[config.mk]
export PLATFORM = sky130hd
export DESIGN_NAME = icache_tag_store_flat
export DESIGN_NICKNAME = d
export VERILOG_FILES = /design/src/verilog/icache_pkg.sv /design/src/verilog/icache_tag_if.sv /design/src/verilog/icache_tag_store.sv /design/src/flat_wrapper.sv
export SDC_FILE = /design/constraint.sdc
export NUM_CORES = 2
export LEC_CHECK = 0
export ABC_AREA = 1
export ABC_CLOCK_PERIOD_IN_PS = 10550
export BUFFER_PORTS_ARGS = -buffer_cell sky130_fd_sc_hd__buf_2
export CAP_MARGIN = 20
export CORE_MARGIN = 8
export CORE_UTILIZATION = 45
export CTS_CLUSTER_SIZE = 14
export DETAILED_ROUTE_END_ITERATION = 6
export GPL_ROUTABILITY_DRIVEN = 0
export SKIP_CTS_REPAIR_TIMING = 1
export SLEW_MARGIN = 40
export SYNTH_ARGS = -nofsm -noshare
export SYNTH_HDL_FRONTEND = slang
export SYNTH_SLANG_ARGS = --single-unit
[constraint.sdc]
create_clock -name clk -period 10.55 [get_ports clk]
set_input_delay 0 -clock clk [delete_from_list [all_inputs] [get_ports clk]]
set_output_delay 0 -clock clk [all_outputs]
set_load 0.02 [all_outputs]
[src/verilog/icache_pkg.sv]
// geometry is fixed at 2 ways x 64 sets x 16 byte lines and the address split relies on it
`default_nettype none

package icache_pkg;

  // address split is tag | index | offset
  localparam int addr_w         = 32;
  localparam int data_w         = 64;   // fetch word and memory beat
  localparam int line_w         = 128;
  localparam int tag_w          = 22;
  localparam int index_w        = 6;
  localparam int offset_w       = 4;    // byte offset in a line
  localparam int num_ways       = 2;
  localparam int num_sets       = 64;
  localparam int beats_per_line = 2;

  typedef logic [$clog2(num_ways)-1:0]       way_t;
  typedef logic [index_w-1:0]                index_t;
  typedef logic [tag_w-1:0]                  tag_t;
  typedef logic [data_w-1:0]                 word_t;
  typedef logic [line_w-1:0]                 line_t;
  typedef logic [$clog2(beats_per_line)-1:0] beat_t;  // beat number in a burst

  // bus response code
  typedef logic [1:0] resp_t;
  localparam resp_t resp_ok = 2'b00;  // anything else is an error

endpackage

`default_nettype wire

[src/verilog/icache_tag_if.sv]
// lookup is combinational on the tag store arrays and fill_en and set_valid never overlap
`timescale 1ns/1ns
`default_nettype none

interface icache_tag_if;
  import icache_pkg::*;

  // lookup, driven by the controller
  index_t lookup_index;
  tag_t   lookup_tag;

  // lookup result
  logic   hit;
  way_t   hit_way;
  way_t   victim_way;   // from the free-running counter

  // fill side
  logic   fill_en;      // invalidate entry and write new tag
  way_t   fill_way;
  index_t fill_index;
  tag_t   fill_tag;
  logic   set_valid;    // entry at fill_way/fill_index becomes valid

  modport ctrl (
    output lookup_index, lookup_tag, fill_en, fill_way, fill_index, fill_tag, set_valid,
    input  hit, hit_way, victim_way
  );

  modport store (
    input  lookup_index, lookup_tag, fill_en, fill_way, fill_index, fill_tag, set_valid,
    output hit, hit_way, victim_way
  );

endinterface

`default_nettype wire

[src/verilog/icache_tag_store.sv]
// tags carry no reset so only the valid bits are trustworthy after rst
`timescale 1ns/1ns
`default_nettype none

module icache_tag_store (
  input wire          clk,
  input wire          rst,
  icache_tag_if.store tag
);
  import icache_pkg::*;

  tag_t                              tag_q [num_ways][num_sets];
  logic [num_ways-1:0][num_sets-1:0] valid_q;
  logic [num_ways-1:0]               hit_vec;
  way_t                              victim_q;

  // two-way compare
  always_comb begin
    tag.hit_way = '0;
    for (int w = 0; w < num_ways; w++) begin
      hit_vec[w] = valid_q[w][tag.lookup_index] &&
                   (tag_q[w][tag.lookup_index] == tag.lookup_tag);
      if (hit_vec[w]) begin
        tag.hit_way = way_t'(w);
      end
    end
  end

  assign tag.hit        = |hit_vec;
  assign tag.victim_way = victim_q;

  always_ff @(posedge clk) begin
    if (tag.fill_en) begin
      tag_q[tag.fill_way][tag.fill_index] <= tag.fill_tag;
    end
  end

  always_ff @(posedge clk) begin
    if (rst) begin
      valid_q <= '0;
    end else if (tag.fill_en) begin
      valid_q[tag.fill_way][tag.fill_index] <= 1'b0;  // line is in flight
    end else if (tag.set_valid) begin
      valid_q[tag.fill_way][tag.fill_index] <= 1'b1;
    end
  end

  // pseudo-random replacement
  always_ff @(posedge clk) begin
    if (rst) begin
      victim_q <= '0;
    end else begin
      victim_q <= victim_q + 1'b1;
    end
  end

  // a line is only filled after missing in both ways
  a_single_hit: assert property (@(posedge clk) disable iff (rst) $onehot0(hit_vec));

endmodule

`default_nettype wire

[src/flat_wrapper.sv]
// flat-port wrapper written by rule: the top's interface ports become plain ports
module icache_tag_store_flat import icache_pkg::*;
  (clk, rst, tag_lookup_index, tag_lookup_tag, tag_fill_en, tag_fill_way, tag_fill_index, tag_fill_tag, tag_set_valid, tag_hit, tag_hit_way, tag_victim_way);
  icache_tag_if tag_i ();
  input wire clk;
  input wire rst;
  input wire logic [$bits(tag_i.lookup_index)-1:0] tag_lookup_index;
  input wire logic [$bits(tag_i.lookup_tag)-1:0] tag_lookup_tag;
  input wire logic [$bits(tag_i.fill_en)-1:0] tag_fill_en;
  input wire logic [$bits(tag_i.fill_way)-1:0] tag_fill_way;
  input wire logic [$bits(tag_i.fill_index)-1:0] tag_fill_index;
  input wire logic [$bits(tag_i.fill_tag)-1:0] tag_fill_tag;
  input wire logic [$bits(tag_i.set_valid)-1:0] tag_set_valid;
  output wire logic [$bits(tag_i.hit)-1:0] tag_hit;
  output wire logic [$bits(tag_i.hit_way)-1:0] tag_hit_way;
  output wire logic [$bits(tag_i.victim_way)-1:0] tag_victim_way;
  assign tag_i.lookup_index = tag_lookup_index;
  assign tag_i.lookup_tag = tag_lookup_tag;
  assign tag_i.fill_en = tag_fill_en;
  assign tag_i.fill_way = tag_fill_way;
  assign tag_i.fill_index = tag_fill_index;
  assign tag_i.fill_tag = tag_fill_tag;
  assign tag_i.set_valid = tag_set_valid;
  assign tag_hit = tag_i.hit;
  assign tag_hit_way = tag_i.hit_way;
  assign tag_victim_way = tag_i.victim_way;
  icache_tag_store u_core (.clk(clk), .rst(rst), .tag(tag_i));
endmodule
Word level (Yosys, flattened, before mapping)
Memory sizes are Yosys's and may differ from the RTL's.
Cells that the tools add are included.
Cells by class
  add/subtract/negate cells: 1
  order comparisons: 8
  equal/unequal tests: 2
  muxes and demuxes: 21
  bitwise gates (word level): 5
  reduce and logical (&&, ||, !) cells: 7
Operators with widths (number)
  1408-bit two-way mux: 1
  22-bit binary-select mux with 6-bit select: 2
  128-bit two-way mux: 2
  22-bit demux with 6-bit select: 1
  128-bit AND: 1
  128-bit inverter: 1
  128-bit bitwise OR: 1
  22-bit two-way mux: 5
  64-bit demux with 1-bit select: 1
  64-bit two-way mux: 1
  22-bit == test: 2
  7-bit >= comparator, second input constant: 2
  6-bit by 7-bit less-than comparator with 1-bit output, second input constant: 2
  6-bit inverter with 7-bit output: 2
  1-bit binary-select mux with 6-bit select: 2
  7-bit by 1-bit less-than comparator with 1-bit output, second input constant: 1
  1-bit demux with 6-bit select: 1
  6-bit by 1-bit >= comparator with 1-bit output, second input constant: 1
  1-bit logical AND: 5
  1-bit two-way mux: 5
  1-bit by 2-bit less-than comparator with 1-bit output, second input constant: 1
  2-bit nonzero test: 1
  2-bit OR reduction: 1
  1-bit adder, second input constant: 1
  1-bit >= comparator, second input constant: 1
Word-level totals
  register bits: 129
  RAM bits: 2816
  bits of input ports: 61
  output and inout port bits: 3
  logic and storage cells: 48
  memories kept: 1
Memory list
  u_core.tag_q: depth 2, bits a word 1408, read ports 2, clocked after memory_dff 0, wr ports 1, RTL line icache_tag_store.sv:12  | tag_t tag_q [num_ways][num_sets];

Depth between registers and ports, before layout
  depth after elaboration: 9
  mapped depth: 20
  mapped depth without buffers: 17

Worst setup path after synthesis
No wires, ideal clock.
  path type: input to register
  start: input tag_fill_en
  end: memory u_core.tag_q[0][462] (netlist name) (enable)
  library setup time: 0.460 ns
  arrival time: 2.970 ns
  required time: 10.090 ns
  slack: 7.120 ns
  stages: 4
  buffers on the path: 2
  cell sequence: clkbuf_1 -> clkinv_1 -> clkbuf_1 -> nor4_1
Between the ends
  cells in the longest elaborated chain, start to end: 2
RTL lines
  start, declared: RTL line flat_wrapper.sv:9  | input wire logic [$bits(tag_i.fill_en)-1:0] tag_fill_en;
  1-bit two-way mux: RTL line icache_tag_store.sv:33  | if (tag.fill_en) begin
  1408-bit two-way mux (not written as such): RTL line icache_tag_store.sv:34  | tag_q[tag.fill_way][tag.fill_index] <= tag.fill_tag;
  end, declared: RTL line icache_tag_store.sv:12
No other way between the ends.

Worst setup path after layout
  start: input tag_lookup_index[1]
  end: output tag_hit_way
Between the ends
  cells in the longest elaborated chain, start to end: 7
  elaborated cells on any way between the ends: 9
  those cells by class: eq/ne: 1; mux: 6; bitwise: 1; reduce/logical: 1
RTL lines
  start, declared: RTL line flat_wrapper.sv:7  | input wire logic [$bits(tag_i.lookup_index)-1:0] tag_lookup_index;
  6-bit inverter with 7-bit output (not written as such): RTL line icache_tag_store.sv:22  | (tag_q[w][tag.lookup_index] == tag.lookup_tag);
  22-bit binary-select mux with 6-bit select: RTL line icache_tag_store.sv:22
  22-bit two-way mux (not written as such) (2 in series): RTL line icache_tag_store.sv:22
  22-bit == test: RTL line icache_tag_store.sv:22
  1-bit logical AND *: RTL line icache_tag_store.sv:21  | hit_vec[w] = valid_q[w][tag.lookup_index] &&
  1-bit two-way mux *: RTL line icache_tag_store.sv:23  | if (hit_vec[w]) begin
  end, declared: RTL line flat_wrapper.sv:15  | output wire logic [$bits(tag_i.hit_way)-1:0] tag_hit_way;
Every way passes the cells marked *; elsewhere a longest branch is shown, timed or not. The select of a mux whose other input is x is not followed.

==> out/qor.txt <==
status: complete, but fails checks
failing checks: hold timing
die width: 533 um
clock network power share: 42.9%
simple-gate area share of the yosys netlist: 23.2%
GRT Total Usage: 25.3%
Post-DP Area: 124000 sq um
# DRC: 0
synth warn: 0
area grow syn2layout: 12.0%
initial core utilization: 45.3%
Post-Synth Adder-Cell Area: 0%
Max Fanout on Critical Path: 61
layout cell share with drive strength beyond 1: 8.43%
DRT Pass-1 Iters: 6
htree depth: 5
gr busiest metal: met2
PwrDens: 188 nW/um^2
Max Fclk: 196 MHz
worst-margin pin slew: 949 ps
die area: 284000 sq um
WP data required: 10550 ps
Iteration-0 DRC Markers: 11083
clock latency at the later pin of the worst-skew pair: 910 ps
Cells after Synth: 10307
Final Max Slew Viols: 0
largest net degree at the start of global routing: 284
Clock Sinks: 2945
clk root buf: clkbuf_16
antenna-violating nets left: 0
Via density: 5.88
clock slew at reported path FFs: 60 ps
Seq cells post-synth: 2945
GR Util met1: 35.1%
Hold Path Class: input pin to register
WP data arrival: 5100 ps
routed via count: 82714
Worst VDD drop: 0.000144 V
total wire length: 372 mm
worst-case clock buffer depth: 4
Total Nets Final: 10345
largest family of logic cells by synthesized area: simple AND/OR/NAND/NOR gates
Leak: 46.9 nW
Flop pwr share: 50.7%
number of placement rows: 189
number of max-cap violations: 0
Final Cell Area: 135000 sq um
synthesized cell area: 120000 sq um
grt ovf: 0
I/O Buffers: 63
number of global-route vias before repair: 77269
CP Capture Type: output port
Net Sw Frac: 22.7%
Inserted Clock Buffers: 327
period utilization: 48.4%
dpl hpwl: 201 mm
RSZ-0062 raised after global routing: no
Final Setup Violations: 0
Synthesized Nets: 10368
post-synthesis compound-gate area fraction: 0.623%
hold slack final: -5.26 ps
Slew Limit Headroom: 36.2%
post-synthesis sequential area ratio: 72.5%
number of fill cells: 22829
initial antenna violation count: 33
area of the core: 265000 sq um
Combinational Power Share: 6.4%
met3 Use GR: 5.15%
Period minus WS final: 5100 ps
Fin Clk Skew: 0 ps
Pint: 19.6 mW
XOR/XNOR share of the synthesized area: 0%
post-synthesis mux area share: 0%
Avg WL per Cell: 26.4 um
most frequent cells in the layout: nand2_1, nand3_1, edfxtp_1, clkbuf_16, buf_4
Setup CP Type: input pin to output port
IO Count: 64
switching power: 5.76 mW
CP startpoint kind: input pin
Mean Syn Cell Area: 11.7 sq um
most common cell after layout, fill and taps aside: nand2_1
Hold Fails Final Rpt: 1
Die H: 533 um
grt met2 use: 38.8%
count of cell types in the netlist: 24
CTS tree: yes
setup_tns: 0 ps
first-pass GRT wire length: 538 mm
## final timing paths
| kind | startpoint | to | slack (ps) | depth (start not counted) |
|---|---|---|---|---|
| setup / recovery | tag_lookup_index[1] | tag_hit_way | 5450 | 17 |
| hold / removal | tag_fill_index[3] | register | -5 | 6 |
| setup reg to reg | register | register | 9810 | 3 |
| hold reg to reg | u_core.tag.victim_way | u_core.tag.victim_way | 400 | 1 |
## per-layer routing
metal,vias to the layer above,share of wire [%]
met1,40977,40
met4,20,4.6
met5,-,0.033
li1,36598,-
met2,4318,45
met3,801,9.9
## cells in the mapped netlist, drive strengths merged
cell,count,area [sq um]
clkbuf,120,450
inv,105,402
buf,578,3460
nor2,118,443
clkinv,6,22.5
dfxtp,129,2580
nor3,229,1150
nand2,3217,12100
o21a,2,15.0
nand3,2828,14200
o21ai,11,55.1
nor4,13,81.3
a211oi,5,37.5
nor3b,2,15.0
edfxtp,2816,84600
a21oi,128,641
## cells by family (layout without fill, tap and decap cells)
kind of cell	after synthesis	in the layout
flip-flops	2945	2945
other	0	14
AO/OA/AOI/OAI	146	146
AND/OR/NAND/NOR	6407	6407
buffers and inverters	809	1028
## critical path: stages
cell	delay (ps)
buf_8	330
buf_4	660
buf_4	760
buf_4	740
nand3_1	180
nand3_1	160
nand3_1	170
nand3_1	310
nand3_1	250
nand3_1	130
nand2_1	70
nor2_1	110
nand2_1	60
nor2_1	170
nand3_1	210
inv_1	280
buf_2	230
## power by group through the flow
stage / clock [mW] / sequential (mW) / combinational (mW)
2_1_floorplan: 0 / 13.1 / 0.870
3_3_place_gp: 0 / 13.1 / 1.54
3_5_place_dp: 0 / 13.1 / 1.56
4_1_cts: 11.0 / 12.9 / 1.57
5_1_grt: 11.4 / 12.9 / 1.72
6_report: 10.9 / 12.9 / 1.61
## through the flow
step / utilization (%) / setup slack [ps] / std cells / total power, mW
3_5_place_dp: 46.7 / 5430 / 13449 / 14.7
4_1_cts: 50.5 / 5430 / 14020 / 25.4
2_1_floorplan: - / 7120 / 10307 / 14.0
6_report: 50.7 / 5450 / 14073 / 25.3
3_3_place_gp: 46.6 / 5160 / 13445 / 14.6
5_1_grt: 50.7 / 5240 / 14065 / 26.0
## layout make-up
| class | count | area, sq um | area share, % |
|---|---|---|---|
| flip-flops and latches | 2945 | 87100 | 64.7 |
| multi-input cells | 6553 | 29300 | 21.8 |
| clock buffers | 422 | 8740 | 6.50 |
| well taps | 3533 | 4420 | 3.28 |
| repair buffers | 346 | 3130 | 2.32 |
| clock inverters | 149 | 1360 | 1.01 |
| inverters | 111 | 483 | 0.359 |
| diodes | 14 | 35.0 | 0.0260 |
## state kept, by name, summed over array words and instances (netlist names), named ones only
signal	flops
u_core.tag_q	2816
u_core.tag.victim_way	1
(Power assumes the default switching activity.)
