<file path="src/verilog/icache_pkg.sv">
// geometry is fixed at 2 ways x 64 sets x 16 byte lines and the address split relies on it
`default_nettype none

package icache_pkg;

  // address split is tag | index | offset
  localparam int addr_w         = 32;
  localparam int data_w         = 64;   // fetch word and memory beat
  localparam int line_w         = 128;
  localparam int tag_w          = 22;
  localparam int index_w        = 6;
  localparam int offset_w       = 4;    // byte offset in a line
  localparam int num_ways       = 2;
  localparam int num_sets       = 64;
  localparam int beats_per_line = 2;

  typedef logic [$clog2(num_ways)-1:0]       way_t;
  typedef logic [index_w-1:0]                index_t;
  typedef logic [tag_w-1:0]                  tag_t;
  typedef logic [data_w-1:0]                 word_t;
  typedef logic [line_w-1:0]                 line_t;
  typedef logic [$clog2(beats_per_line)-1:0] beat_t;  // beat number in a burst

  // bus response code
  typedef logic [1:0] resp_t;
  localparam resp_t resp_ok = 2'b00;  // anything else is an error

endpackage

`default_nettype wire

</file>
<file path="src/verilog/icache_tag_if.sv">
// lookup is combinational on the tag store arrays and fill_en and set_valid never overlap
`timescale 1ns/1ns
`default_nettype none

interface icache_tag_if;
  import icache_pkg::*;

  // lookup, driven by the controller
  index_t lookup_index;
  tag_t   lookup_tag;

  // lookup result
  logic   hit;
  way_t   hit_way;
  way_t   victim_way;   // from the free-running counter

  // fill side
  logic   fill_en;      // invalidate entry and write new tag
  way_t   fill_way;
  index_t fill_index;
  tag_t   fill_tag;
  logic   set_valid;    // entry at fill_way/fill_index becomes valid

  modport ctrl (
    output lookup_index, lookup_tag, fill_en, fill_way, fill_index, fill_tag, set_valid,
    input  hit, hit_way, victim_way
  );

  modport store (
    input  lookup_index, lookup_tag, fill_en, fill_way, fill_index, fill_tag, set_valid,
    output hit, hit_way, victim_way
  );

endinterface

`default_nettype wire

</file>
<file path="src/verilog/icache_fill_if.sv">
// one beat write or one line read per cycle and rd_line follows rd_en by one cycle
`timescale 1ns/1ns
`default_nettype none

interface icache_fill_if;
  import icache_pkg::*;

  // half-line write
  logic   wr_en;
  way_t   wr_way;
  index_t wr_index;
  beat_t  wr_beat;    // selects the line half
  word_t  wr_data;

  // line read
  logic   rd_en;
  way_t   rd_way;
  index_t rd_index;
  line_t  rd_line;    // registered

  modport ctrl (
    output wr_en, wr_way, wr_index, wr_beat, wr_data, rd_en, rd_way, rd_index,
    input  rd_line
  );

  modport ram (
    input  wr_en, wr_way, wr_index, wr_beat, wr_data, rd_en, rd_way, rd_index,
    output rd_line
  );

endinterface

`default_nettype wire

</file>
<file path="src/verilog/icache_ctrl.sv">
// one fetch in flight, bursts are exactly beats_per_line long and errors leave the line invalid
`timescale 1ns/1ns
`default_nettype none

module icache_ctrl (
  input  wire                      clk,
  input  wire                      rst,
  // fetch side
  input  wire                      req_valid_i,
  output logic                     req_ready_o,
  input  wire [icache_pkg::addr_w-1:0] req_addr_i,
  output logic                     rsp_valid_o,
  input  wire                      rsp_ready_i,
  output icache_pkg::word_t        rsp_data_o,
  output logic                     rsp_err_o,
  // memory side
  output logic                     mem_ar_valid_o,
  input  wire                      mem_ar_ready_i,
  output logic [icache_pkg::addr_w-1:0] mem_ar_addr_o,
  input  wire                      mem_r_valid_i,
  output logic                     mem_r_ready_o,
  input  wire icache_pkg::word_t   mem_r_data_i,
  input  wire icache_pkg::resp_t   mem_r_resp_i,
  input  wire                      mem_r_last_i,
  icache_tag_if.ctrl               tag,
  icache_fill_if.ctrl              fill
);
  import icache_pkg::*;

  typedef enum logic [2:0] {
    s_idle, s_lookup, s_read, s_resp, s_addr, s_burst
  } state_t;

  state_t            state_q;
  logic [addr_w-1:0] addr_q;      // latched fetch address
  way_t              way_q;       // victim for a miss
  beat_t             beat_q;
  logic              err_q;       // sticky over the burst
  word_t             rsp_data_q;

  index_t index_q;
  beat_t  req_beat;               // beat holding the requested word
  logic   r_fire;
  logic   last_beat;
  logic   beat_err;

  assign index_q   = addr_q[offset_w +: index_w];
  assign req_beat  = addr_q[offset_w-1 -: $bits(beat_t)];
  assign r_fire    = mem_r_valid_i && mem_r_ready_o;
  assign last_beat = (beat_q == beat_t'(beats_per_line - 1));
  assign beat_err  = (mem_r_resp_i != resp_ok);

  // tag store
  assign tag.lookup_index = index_q;
  assign tag.lookup_tag   = addr_q[addr_w-1 -: tag_w];
  assign tag.fill_en      = (state_q == s_lookup) && !tag.hit;
  assign tag.fill_way     = way_q;
  assign tag.fill_index   = index_q;
  assign tag.fill_tag     = addr_q[addr_w-1 -: tag_w];
  assign tag.set_valid    = r_fire && last_beat && !err_q && !beat_err;

  // data store
  assign fill.wr_en    = r_fire;
  assign fill.wr_way   = way_q;
  assign fill.wr_index = index_q;
  assign fill.wr_beat  = beat_q;
  assign fill.wr_data  = mem_r_data_i;
  assign fill.rd_en    = (state_q == s_lookup);
  assign fill.rd_way   = tag.hit_way;
  assign fill.rd_index = index_q;

  assign req_ready_o    = (state_q == s_idle);
  assign rsp_valid_o    = (state_q == s_resp);
  assign rsp_data_o     = rsp_data_q;
  assign rsp_err_o      = err_q;
  assign mem_ar_valid_o = (state_q == s_addr);
  assign mem_ar_addr_o  = {addr_q[addr_w-1:offset_w], {offset_w{1'b0}}};  // line aligned
  assign mem_r_ready_o  = (state_q == s_burst);

  always_ff @(posedge clk) begin
    if (rst) begin
      state_q <= s_idle;
      beat_q  <= '0;
      err_q   <= 1'b0;
    end else begin
      case (state_q)
        s_idle: if (req_valid_i) begin
          state_q <= s_lookup;
          beat_q  <= '0;
          err_q   <= 1'b0;
        end
        s_lookup: state_q <= tag.hit ? s_read : s_addr;
        s_read:   state_q <= s_resp;
        s_resp: if (rsp_ready_i) begin
          state_q <= s_idle;
        end
        s_addr: if (mem_ar_ready_i) begin
          state_q <= s_burst;
        end
        s_burst: if (r_fire) begin
          beat_q <= beat_q + 1'b1;
          err_q  <= err_q | beat_err;
          if (last_beat) begin
            state_q <= s_resp;
          end
        end
        default: state_q <= s_idle;
      endcase
    end
  end

  always_ff @(posedge clk) begin
    if (req_valid_i && req_ready_o) begin
      addr_q <= req_addr_i;
      way_q  <= tag.victim_way;
    end
    if (state_q == s_read) begin
      rsp_data_q <= fill.rd_line[req_beat*data_w +: data_w];
    end else if (r_fire && beat_q == req_beat) begin
      rsp_data_q <= mem_r_data_i;  // forward the wanted beat
    end
  end

  a_rsp_hold: assert property (@(posedge clk) disable iff (rst)
    rsp_valid_o && !rsp_ready_i |=> $stable(rsp_data_o) && $stable(rsp_err_o));

  // last has to match the beat count of the burst
  a_last_beat: assert property (@(posedge clk) disable iff (rst)
    r_fire |-> (mem_r_last_i == last_beat));

endmodule

`default_nettype wire

</file>
<file path="src/flat_wrapper.sv">
// flat-port wrapper written by rule: the top's interface ports become plain ports
module icache_ctrl_flat import icache_pkg::*;
  (clk, rst, req_valid_i, req_ready_o, req_addr_i, rsp_valid_o, rsp_ready_i, rsp_data_o, rsp_err_o, mem_ar_valid_o, mem_ar_ready_i, mem_ar_addr_o, mem_r_valid_i, mem_r_ready_o, mem_r_data_i, mem_r_resp_i, mem_r_last_i, tag_lookup_index, tag_lookup_tag, tag_fill_en, tag_fill_way, tag_fill_index, tag_fill_tag, tag_set_valid, tag_hit, tag_hit_way, tag_victim_way, fill_wr_en, fill_wr_way, fill_wr_index, fill_wr_beat, fill_wr_data, fill_rd_en, fill_rd_way, fill_rd_index, fill_rd_line);
  icache_tag_if tag_i ();
  icache_fill_if fill_i ();
  input  wire clk;
  input  wire rst;
  input  wire req_valid_i;
  output logic req_ready_o;
  input  wire [icache_pkg::addr_w-1:0] req_addr_i;
  output logic rsp_valid_o;
  input  wire rsp_ready_i;
  output icache_pkg::word_t rsp_data_o;
  output logic rsp_err_o;
  output logic mem_ar_valid_o;
  input  wire mem_ar_ready_i;
  output logic [icache_pkg::addr_w-1:0] mem_ar_addr_o;
  input  wire mem_r_valid_i;
  output logic mem_r_ready_o;
  input  wire icache_pkg::word_t mem_r_data_i;
  input  wire icache_pkg::resp_t mem_r_resp_i;
  input  wire mem_r_last_i;
  output wire logic [$bits(tag_i.lookup_index)-1:0] tag_lookup_index;
  output wire logic [$bits(tag_i.lookup_tag)-1:0] tag_lookup_tag;
  output wire logic [$bits(tag_i.fill_en)-1:0] tag_fill_en;
  output wire logic [$bits(tag_i.fill_way)-1:0] tag_fill_way;
  output wire logic [$bits(tag_i.fill_index)-1:0] tag_fill_index;
  output wire logic [$bits(tag_i.fill_tag)-1:0] tag_fill_tag;
  output wire logic [$bits(tag_i.set_valid)-1:0] tag_set_valid;
  input wire logic [$bits(tag_i.hit)-1:0] tag_hit;
  input wire logic [$bits(tag_i.hit_way)-1:0] tag_hit_way;
  input wire logic [$bits(tag_i.victim_way)-1:0] tag_victim_way;
  output wire logic [$bits(fill_i.wr_en)-1:0] fill_wr_en;
  output wire logic [$bits(fill_i.wr_way)-1:0] fill_wr_way;
  output wire logic [$bits(fill_i.wr_index)-1:0] fill_wr_index;
  output wire logic [$bits(fill_i.wr_beat)-1:0] fill_wr_beat;
  output wire logic [$bits(fill_i.wr_data)-1:0] fill_wr_data;
  output wire logic [$bits(fill_i.rd_en)-1:0] fill_rd_en;
  output wire logic [$bits(fill_i.rd_way)-1:0] fill_rd_way;
  output wire logic [$bits(fill_i.rd_index)-1:0] fill_rd_index;
  input wire logic [$bits(fill_i.rd_line)-1:0] fill_rd_line;
  assign tag_lookup_index = tag_i.lookup_index;
  assign tag_lookup_tag = tag_i.lookup_tag;
  assign tag_fill_en = tag_i.fill_en;
  assign tag_fill_way = tag_i.fill_way;
  assign tag_fill_index = tag_i.fill_index;
  assign tag_fill_tag = tag_i.fill_tag;
  assign tag_set_valid = tag_i.set_valid;
  assign tag_i.hit = tag_hit;
  assign tag_i.hit_way = tag_hit_way;
  assign tag_i.victim_way = tag_victim_way;
  assign fill_wr_en = fill_i.wr_en;
  assign fill_wr_way = fill_i.wr_way;
  assign fill_wr_index = fill_i.wr_index;
  assign fill_wr_beat = fill_i.wr_beat;
  assign fill_wr_data = fill_i.wr_data;
  assign fill_rd_en = fill_i.rd_en;
  assign fill_rd_way = fill_i.rd_way;
  assign fill_rd_index = fill_i.rd_index;
  assign fill_i.rd_line = fill_rd_line;
  icache_ctrl u_core (.clk(clk), .rst(rst), .req_valid_i(req_valid_i), .req_ready_o(req_ready_o), .req_addr_i(req_addr_i), .rsp_valid_o(rsp_valid_o), .rsp_ready_i(rsp_ready_i), .rsp_data_o(rsp_data_o), .rsp_err_o(rsp_err_o), .mem_ar_valid_o(mem_ar_valid_o), .mem_ar_ready_i(mem_ar_ready_i), .mem_ar_addr_o(mem_ar_addr_o), .mem_r_valid_i(mem_r_valid_i), .mem_r_ready_o(mem_r_ready_o), .mem_r_data_i(mem_r_data_i), .mem_r_resp_i(mem_r_resp_i), .mem_r_last_i(mem_r_last_i), .tag(tag_i), .fill(fill_i));
endmodule
</file>
<file path="config.mk">
export PLATFORM = sky130hd
export DESIGN_NAME = icache_ctrl_flat
export DESIGN_NICKNAME = d
export VERILOG_FILES = /design/src/verilog/icache_pkg.sv /design/src/verilog/icache_tag_if.sv /design/src/verilog/icache_fill_if.sv /design/src/verilog/icache_ctrl.sv /design/src/flat_wrapper.sv
export SDC_FILE = /design/constraint.sdc
export NUM_CORES = 1
export LEC_CHECK = 0
export ABC_AREA = 1
export BUFFER_PORTS_ARGS = -buffer_cell sky130_fd_sc_hd__buf_2
export CAP_MARGIN = 20
export CORE_AREA = 5 5 182 184
export CTS_CLUSTER_SIZE = 40
export DETAILED_ROUTE_END_ITERATION = 8
export DIE_AREA = 0 0 187 189
export SLEW_MARGIN = 10
export SYNTH_ARGS = -nofsm -noshare
export SYNTH_HDL_FRONTEND = slang
export SYNTH_SLANG_ARGS = --single-unit
</file>
<file path="constraint.sdc">
create_clock -name clk -period 16 [get_ports clk]
set_input_delay 0.8 -clock clk [delete_from_list [all_inputs] [get_ports clk]]
set_output_delay 0.8 -clock clk [all_outputs]
set_load 0.01 [all_outputs]
</file>
=== Yosys cells after proc, flatten, opt, wreduce, memory -nomap -nowiden ===
Index checks and enable logic that the tools add are counted.

* Register bits: 102
* Bits in latches: 0
* Memory bits (writable): 0
* ROM bits: 0
* Input port bits: 236
* Output and inout bits: 241
* Word-level logic and storage cells: 50
* Memories kept: 0

* Add/sub/neg operators: 1
* Multipliers: 0
* Div/mod/pow operators: 0
* Magnitude comparators: 0
* Equality and inequality tests: 11
* Shifts and indexed selects: 1
* Multiplexer cells: 14
* Bitwise logic cells: 1
* Reduce and logical (&&, ||, !) cells: 16

{| class="wikitable"
|+ Operators with widths
! cell !! number
|-
| $mux 64 || 2
|-
| $shiftx 128x8->64 || 1
|-
| $mux 3 || 6
|-
| $pmux 3 s6 || 1
|-
| $logic_and 1x1->1 || 7
|-
| $eq 3x2->1 const B || 2
|-
| $eq 3x3->1 const B || 2
|-
| $ne 2x2->1 const B || 3
|-
| $reduce_bool 2->1 || 3
|-
| $reduce_and 5->1 || 1
|-
| $ne 2x1->1 const B || 2
|-
| $pmux 1 s2 || 2
|-
| $eq 3x1->1 const B || 1
|-
| $logic_not 1->1 || 3
|-
| $logic_not 3->1 || 1
|-
| $mux 1 || 3
|-
| $reduce_and 3->1 || 1
|-
| $add 1x1->1 const B || 1
|-
| $eq 1x1->1 || 1
|-
| $or 1x1->1 || 1
|}

=== Longest topological paths before layout ===
* Depth after elaboration: 5
* Mapped depth: 9
* Gate-level depth less buffers: 8

=== Worst setup path before layout ===
OpenSTA, ideal clock, no wires.

* Kind: input to register
* Start point: input port mem_r_valid_i
* End point: register u_core.rsp_data_q[0] (netlist: u_core.rsp_data_o[0]), enable pin
* Library setup time: 0.574 ns
* Data arrival time: 5.376 ns
* Data required time: 15.426 ns
* Setup slack: 10.049 ns
* Stages: 2
* Path buffers: 0
* Cell sequence: nand2_2 -> o21ai_0

* Longest elaborated chain between the ends: 3

{| class="wikitable"
|+ RTL lines
! element !! RTL line !! text
|-
| start, declared || flat_wrapper.sv:18 || <nowiki>input wire mem_r_valid_i;</nowiki>
|-
| $logic_and 1x1->1 || icache_ctrl.sv:49 || <nowiki>assign r_fire = mem_r_valid_i && mem_r_ready_o;</nowiki>
|-
| $logic_and 1x1->1 || icache_ctrl.sv:119 || <nowiki>end else if (r_fire && beat_q == req_beat) begin</nowiki>
|-
| $reduce_bool 2->1 (no line) || n/a ||
|-
| end signal, assigned || icache_ctrl.sv:118 || <nowiki>rsp_data_q <= fill.rd_line[req_beat*data_w +: data_w];</nowiki>
|-
| end signal, assigned || icache_ctrl.sv:120 || <nowiki>rsp_data_q <= mem_r_data_i;</nowiki>
|-
| end, declared || icache_ctrl.sv:39 || <nowiki>word_t rsp_data_q;</nowiki>
|}

Every way passes these cells.
A chain may end at the register's enable or synchronous reset.

=== Final worst setup path ===
* Start point: register u_core.state_q[2]
* End point: register u_core.rsp_data_q[34] (netlist: u_core.rsp_data_o[34]) (data pin)

* Longest elaborated chain between the ends: 2

{| class="wikitable"
|+ RTL lines
! element !! RTL line !! text
|-
| start, declared || icache_ctrl.sv:34 || <nowiki>state_t state_q;</nowiki>
|-
| start signal, assigned || icache_ctrl.sv:82 || <nowiki>state_q <= s_idle;</nowiki>
|-
| start signal, assigned || icache_ctrl.sv:88 || <nowiki>state_q <= s_lookup;</nowiki>
|-
| start signal, assigned || icache_ctrl.sv:92 || <nowiki>s_lookup: state_q <= tag.hit ? s_read : s_addr;</nowiki>
|-
| $eq 3x2->1 || icache_ctrl.sv:117 || <nowiki>if (state_q == s_read) begin</nowiki>
|-
| $mux 64 || icache_ctrl.sv:117 ||
|}

Every way passes these cells.

==> impl_metrics.ini <==
[pwr]
vdd_drop_max_uv = 72.38
switching_power_uw = 420.2
p_seq_share_pct = 39.2
p_clk_share_pct = 21.0
internal_power_uw = 650.2
pwr-share-comb_pct = 39.8
power_uw = 1070
p_sw_share_pct = 39.26
p_per_area_nw_per_um2 = 134.1
leakagePower_uw = 0.004074

[worst_setup_path]
critPathCaptureType = flip-flop
path_class = flip-flop to flip-flop
critPathLaunchType = flip-flop
r2r_cells = 7
cpMostUsedCell = nor2_4
cp_slowest_stage_delay_ns = 0.70
worst-path-buf-inv = 3
crit_required_ns = 16.21
slowest_stage = buf_4
path_delay_family = buffers and inverters
crit_chain = nor2_4 -> inv_2 -> nor2_4 -> inv_4 -> buf_4 -> nand2_1 -> o21ai_2
worst_ep_arrival_time_ns = 2.71
path_max_fanout = 76
cp_num_cells = 7

[route]
drtIter0Drc = 194
first_pass_iters = 4
vias = 5309
via_per_inst = 3.850
wl_per_cell_um = 14.99
route.detailed.drc = 0
ant_nets = 0
wl_um = 20680

[run]
cap_viol_max_count = 0

[cts]
ctsHoldBuffers = 0
cts-buffers-inserted = 9
clk_latency_ns = 0.36
root_buffer = clkbuf_16
clock_path_buffers = 2
clk_pin_slew_ns = 0.07
cts_tree = yes
clock-sinks = 99
cts_setup_buffers = 0
cts-resized-gates = 0
cts_max_level = 3

[floorplanning]
die_y_um = 189
start_util_pct = 20.02
design.portCount = 477
die-area_sq_um = 35340
coreArea_sq_um = 31230
die_w_um = 187
row_count = 65

[layout]
final_common_cell = buf_2
area_growth_pct = 27.64
mostFrequentLayoutCells = buf_2, nand2_1, edfxtp_1, inv_1, o21ai_0
drive_gt1_share_pct = 55.94
post-route-util_pct = 25.55
nets = 1207

[timing]
setup_violations = 0
rsz0062_at_grt = false
slew_headroom_pct = 34.86
finalHoldViolCount = 0
skew_ns = 0.01084
tns_ns = 0
slew_viol_final = 0
min_period_over_period_pct = 15.65
fmax_mhz = 399.4
max_slew.worst_pin.slew_ns = 0.9772
layout_min_cycle_time_ns = 2.504

[min_path]
min_path_type = flip-flop to flip-flop
hold_depth = 2

[global_route]
track_usage_pct = 10.88
grt-ovfl-total = 0
grt_max_degree = 77
antenna_found_initial = 1
grt_pass1_vias = 5047
grt_pass1_wl_um = 29540

[yosys]
netlist_instances = 682
synth.distinct_cells = 22
syn_avg_cell_area_sq_um = 9.168
synth_area_sq_um = 6252
ys_seq_elements = 99
ys_seq_area_share_pct = 46.75
yosys_warnings = 0

[outcome]
status = finished clean

[placement]
io_buffers = 466
dp_hpwl_um = 16940
globalplace.congestion = 0.8376
[state kept, by name, summed over array words and instances, names as in the netlist]
name,flops
u_core.fill.wr_beat,1
u_core.addr_q,29
u_core.rsp_err_o,1
u_core.rsp_data_o,64
u_core.fill.wr_way,1
u_core.state_q,3
[worst paths after layout]
check                                        from                    end  slack [ns]
worst max-delay path            u_core.state_q[2]  u_core.rsp_data_o[34]       13.50
worst min-delay path             u_core.rsp_err_o       u_core.rsp_err_o        0.55
worst max register to register  u_core.state_q[2]  u_core.rsp_data_o[34]       13.50
worst min register to register   u_core.rsp_err_o       u_core.rsp_err_o        0.55
[routing by layer]
| metal | GRT usage [%] | wire length (um) | share of wire [%] | up-vias |
|---|---|---|---|---|
| li1 | - | - | - | 2596 |
| met1 | 12.58 | 8154 | 39 | 2428 |
| met2 | 19.04 | 10550 | 51 | 271 |
| met3 | 3.319 | 1657 | 8.0 | 14 |
| met4 | 4.067 | 316 | 1.5 | 0 |
| met5 | 0 | 0 | 0 | - |
[worst reg2reg max path, cell delays in order, from the launching register on]
cell and delay [ns]:
dfxtp_1 0.53, nor2_4 0.09, inv_2 0.08, nor2_4 0.04, inv_4 0.60, buf_4 0.72
nand2_1 0.20, o21ai_2 0.09
[power by group through the flow]
| stage | registers, uW | clock network [uW] | logic [uW] |
|---|---|---|---|
| floorplan | 446 | 0 | 315 |
| global placement | 426 | 0 | 433 |
| detailed placement | 427 | 0 | 436 |
| CTS | 422 | 239 | 437 |
| global route | 429 | 248 | 469 |
| finish | 420 | 225 | 426 |
[cell type report]
cell class	instances	area, sq um
fill	3432	23250
multi-input combinational	312	1589
sequential	99	2923
tap	402	503.0
timing repair buffer	470	2362
clock buffer	9	225.2
inverter	79	299.0
clock inverter	7	76.32
antenna	1	2.502
[cell usage after synthesis]
library cell	number	area [sq um]
buf_4	167	1254
inv_2	3	11.26
o21ai_1	11	55.05
dfxtp_1	5	100.1
buf_2	8	40.04
nor2_4	3	33.78
nor2_1	19	71.32
nand2_2	1	6.260
a21oi_1	2	10.01
o21ai_0	69	345.3
buf_6	14	157.7
o21bai_1	2	15.01
xor2_1	1	8.760
o21ai_2	50	437.9
or2_2	1	6.260
edfxtp_1	94	2823
nand3_1	3	15.01
conb_1	1	3.750
nor3_1	2	10.01
inv_1	76	285.3
nand2_1	144	540.5
clkbuf_1	6	22.52
[metrics by stage]
step / setup slack, ns / std cells / hold slack, ns / instance area [sq um]
final: 13.50 / 1379 / 0.5463 / 7980
after global routing: 13.21 / 1379 / 0.5813 / 7980
after CTS: 13.44 / 1378 / 0.5526 / 7978
after detailed placement: 13.48 / 1362 / 0.5386 / 7676
after global placement: 13.48 / 1362 / 0.5395 / 7676
after floorplan: 10.05 / 685 / 0.5149 / 6264
[logic make-up after synthesis]
kind of cell              after synthesis  share of synthesized area [%]
other                                   1                        0.05998
xor gates and xnor gates                1                         0.1401
buffers and inverters                 274                          28.32
DFF                                    99                          46.75
and+or+nand+nor                       173                          10.93
AOI/OAI and AO/OA                     134                          13.81
Note: power is estimated with default switching activity, not from simulation.
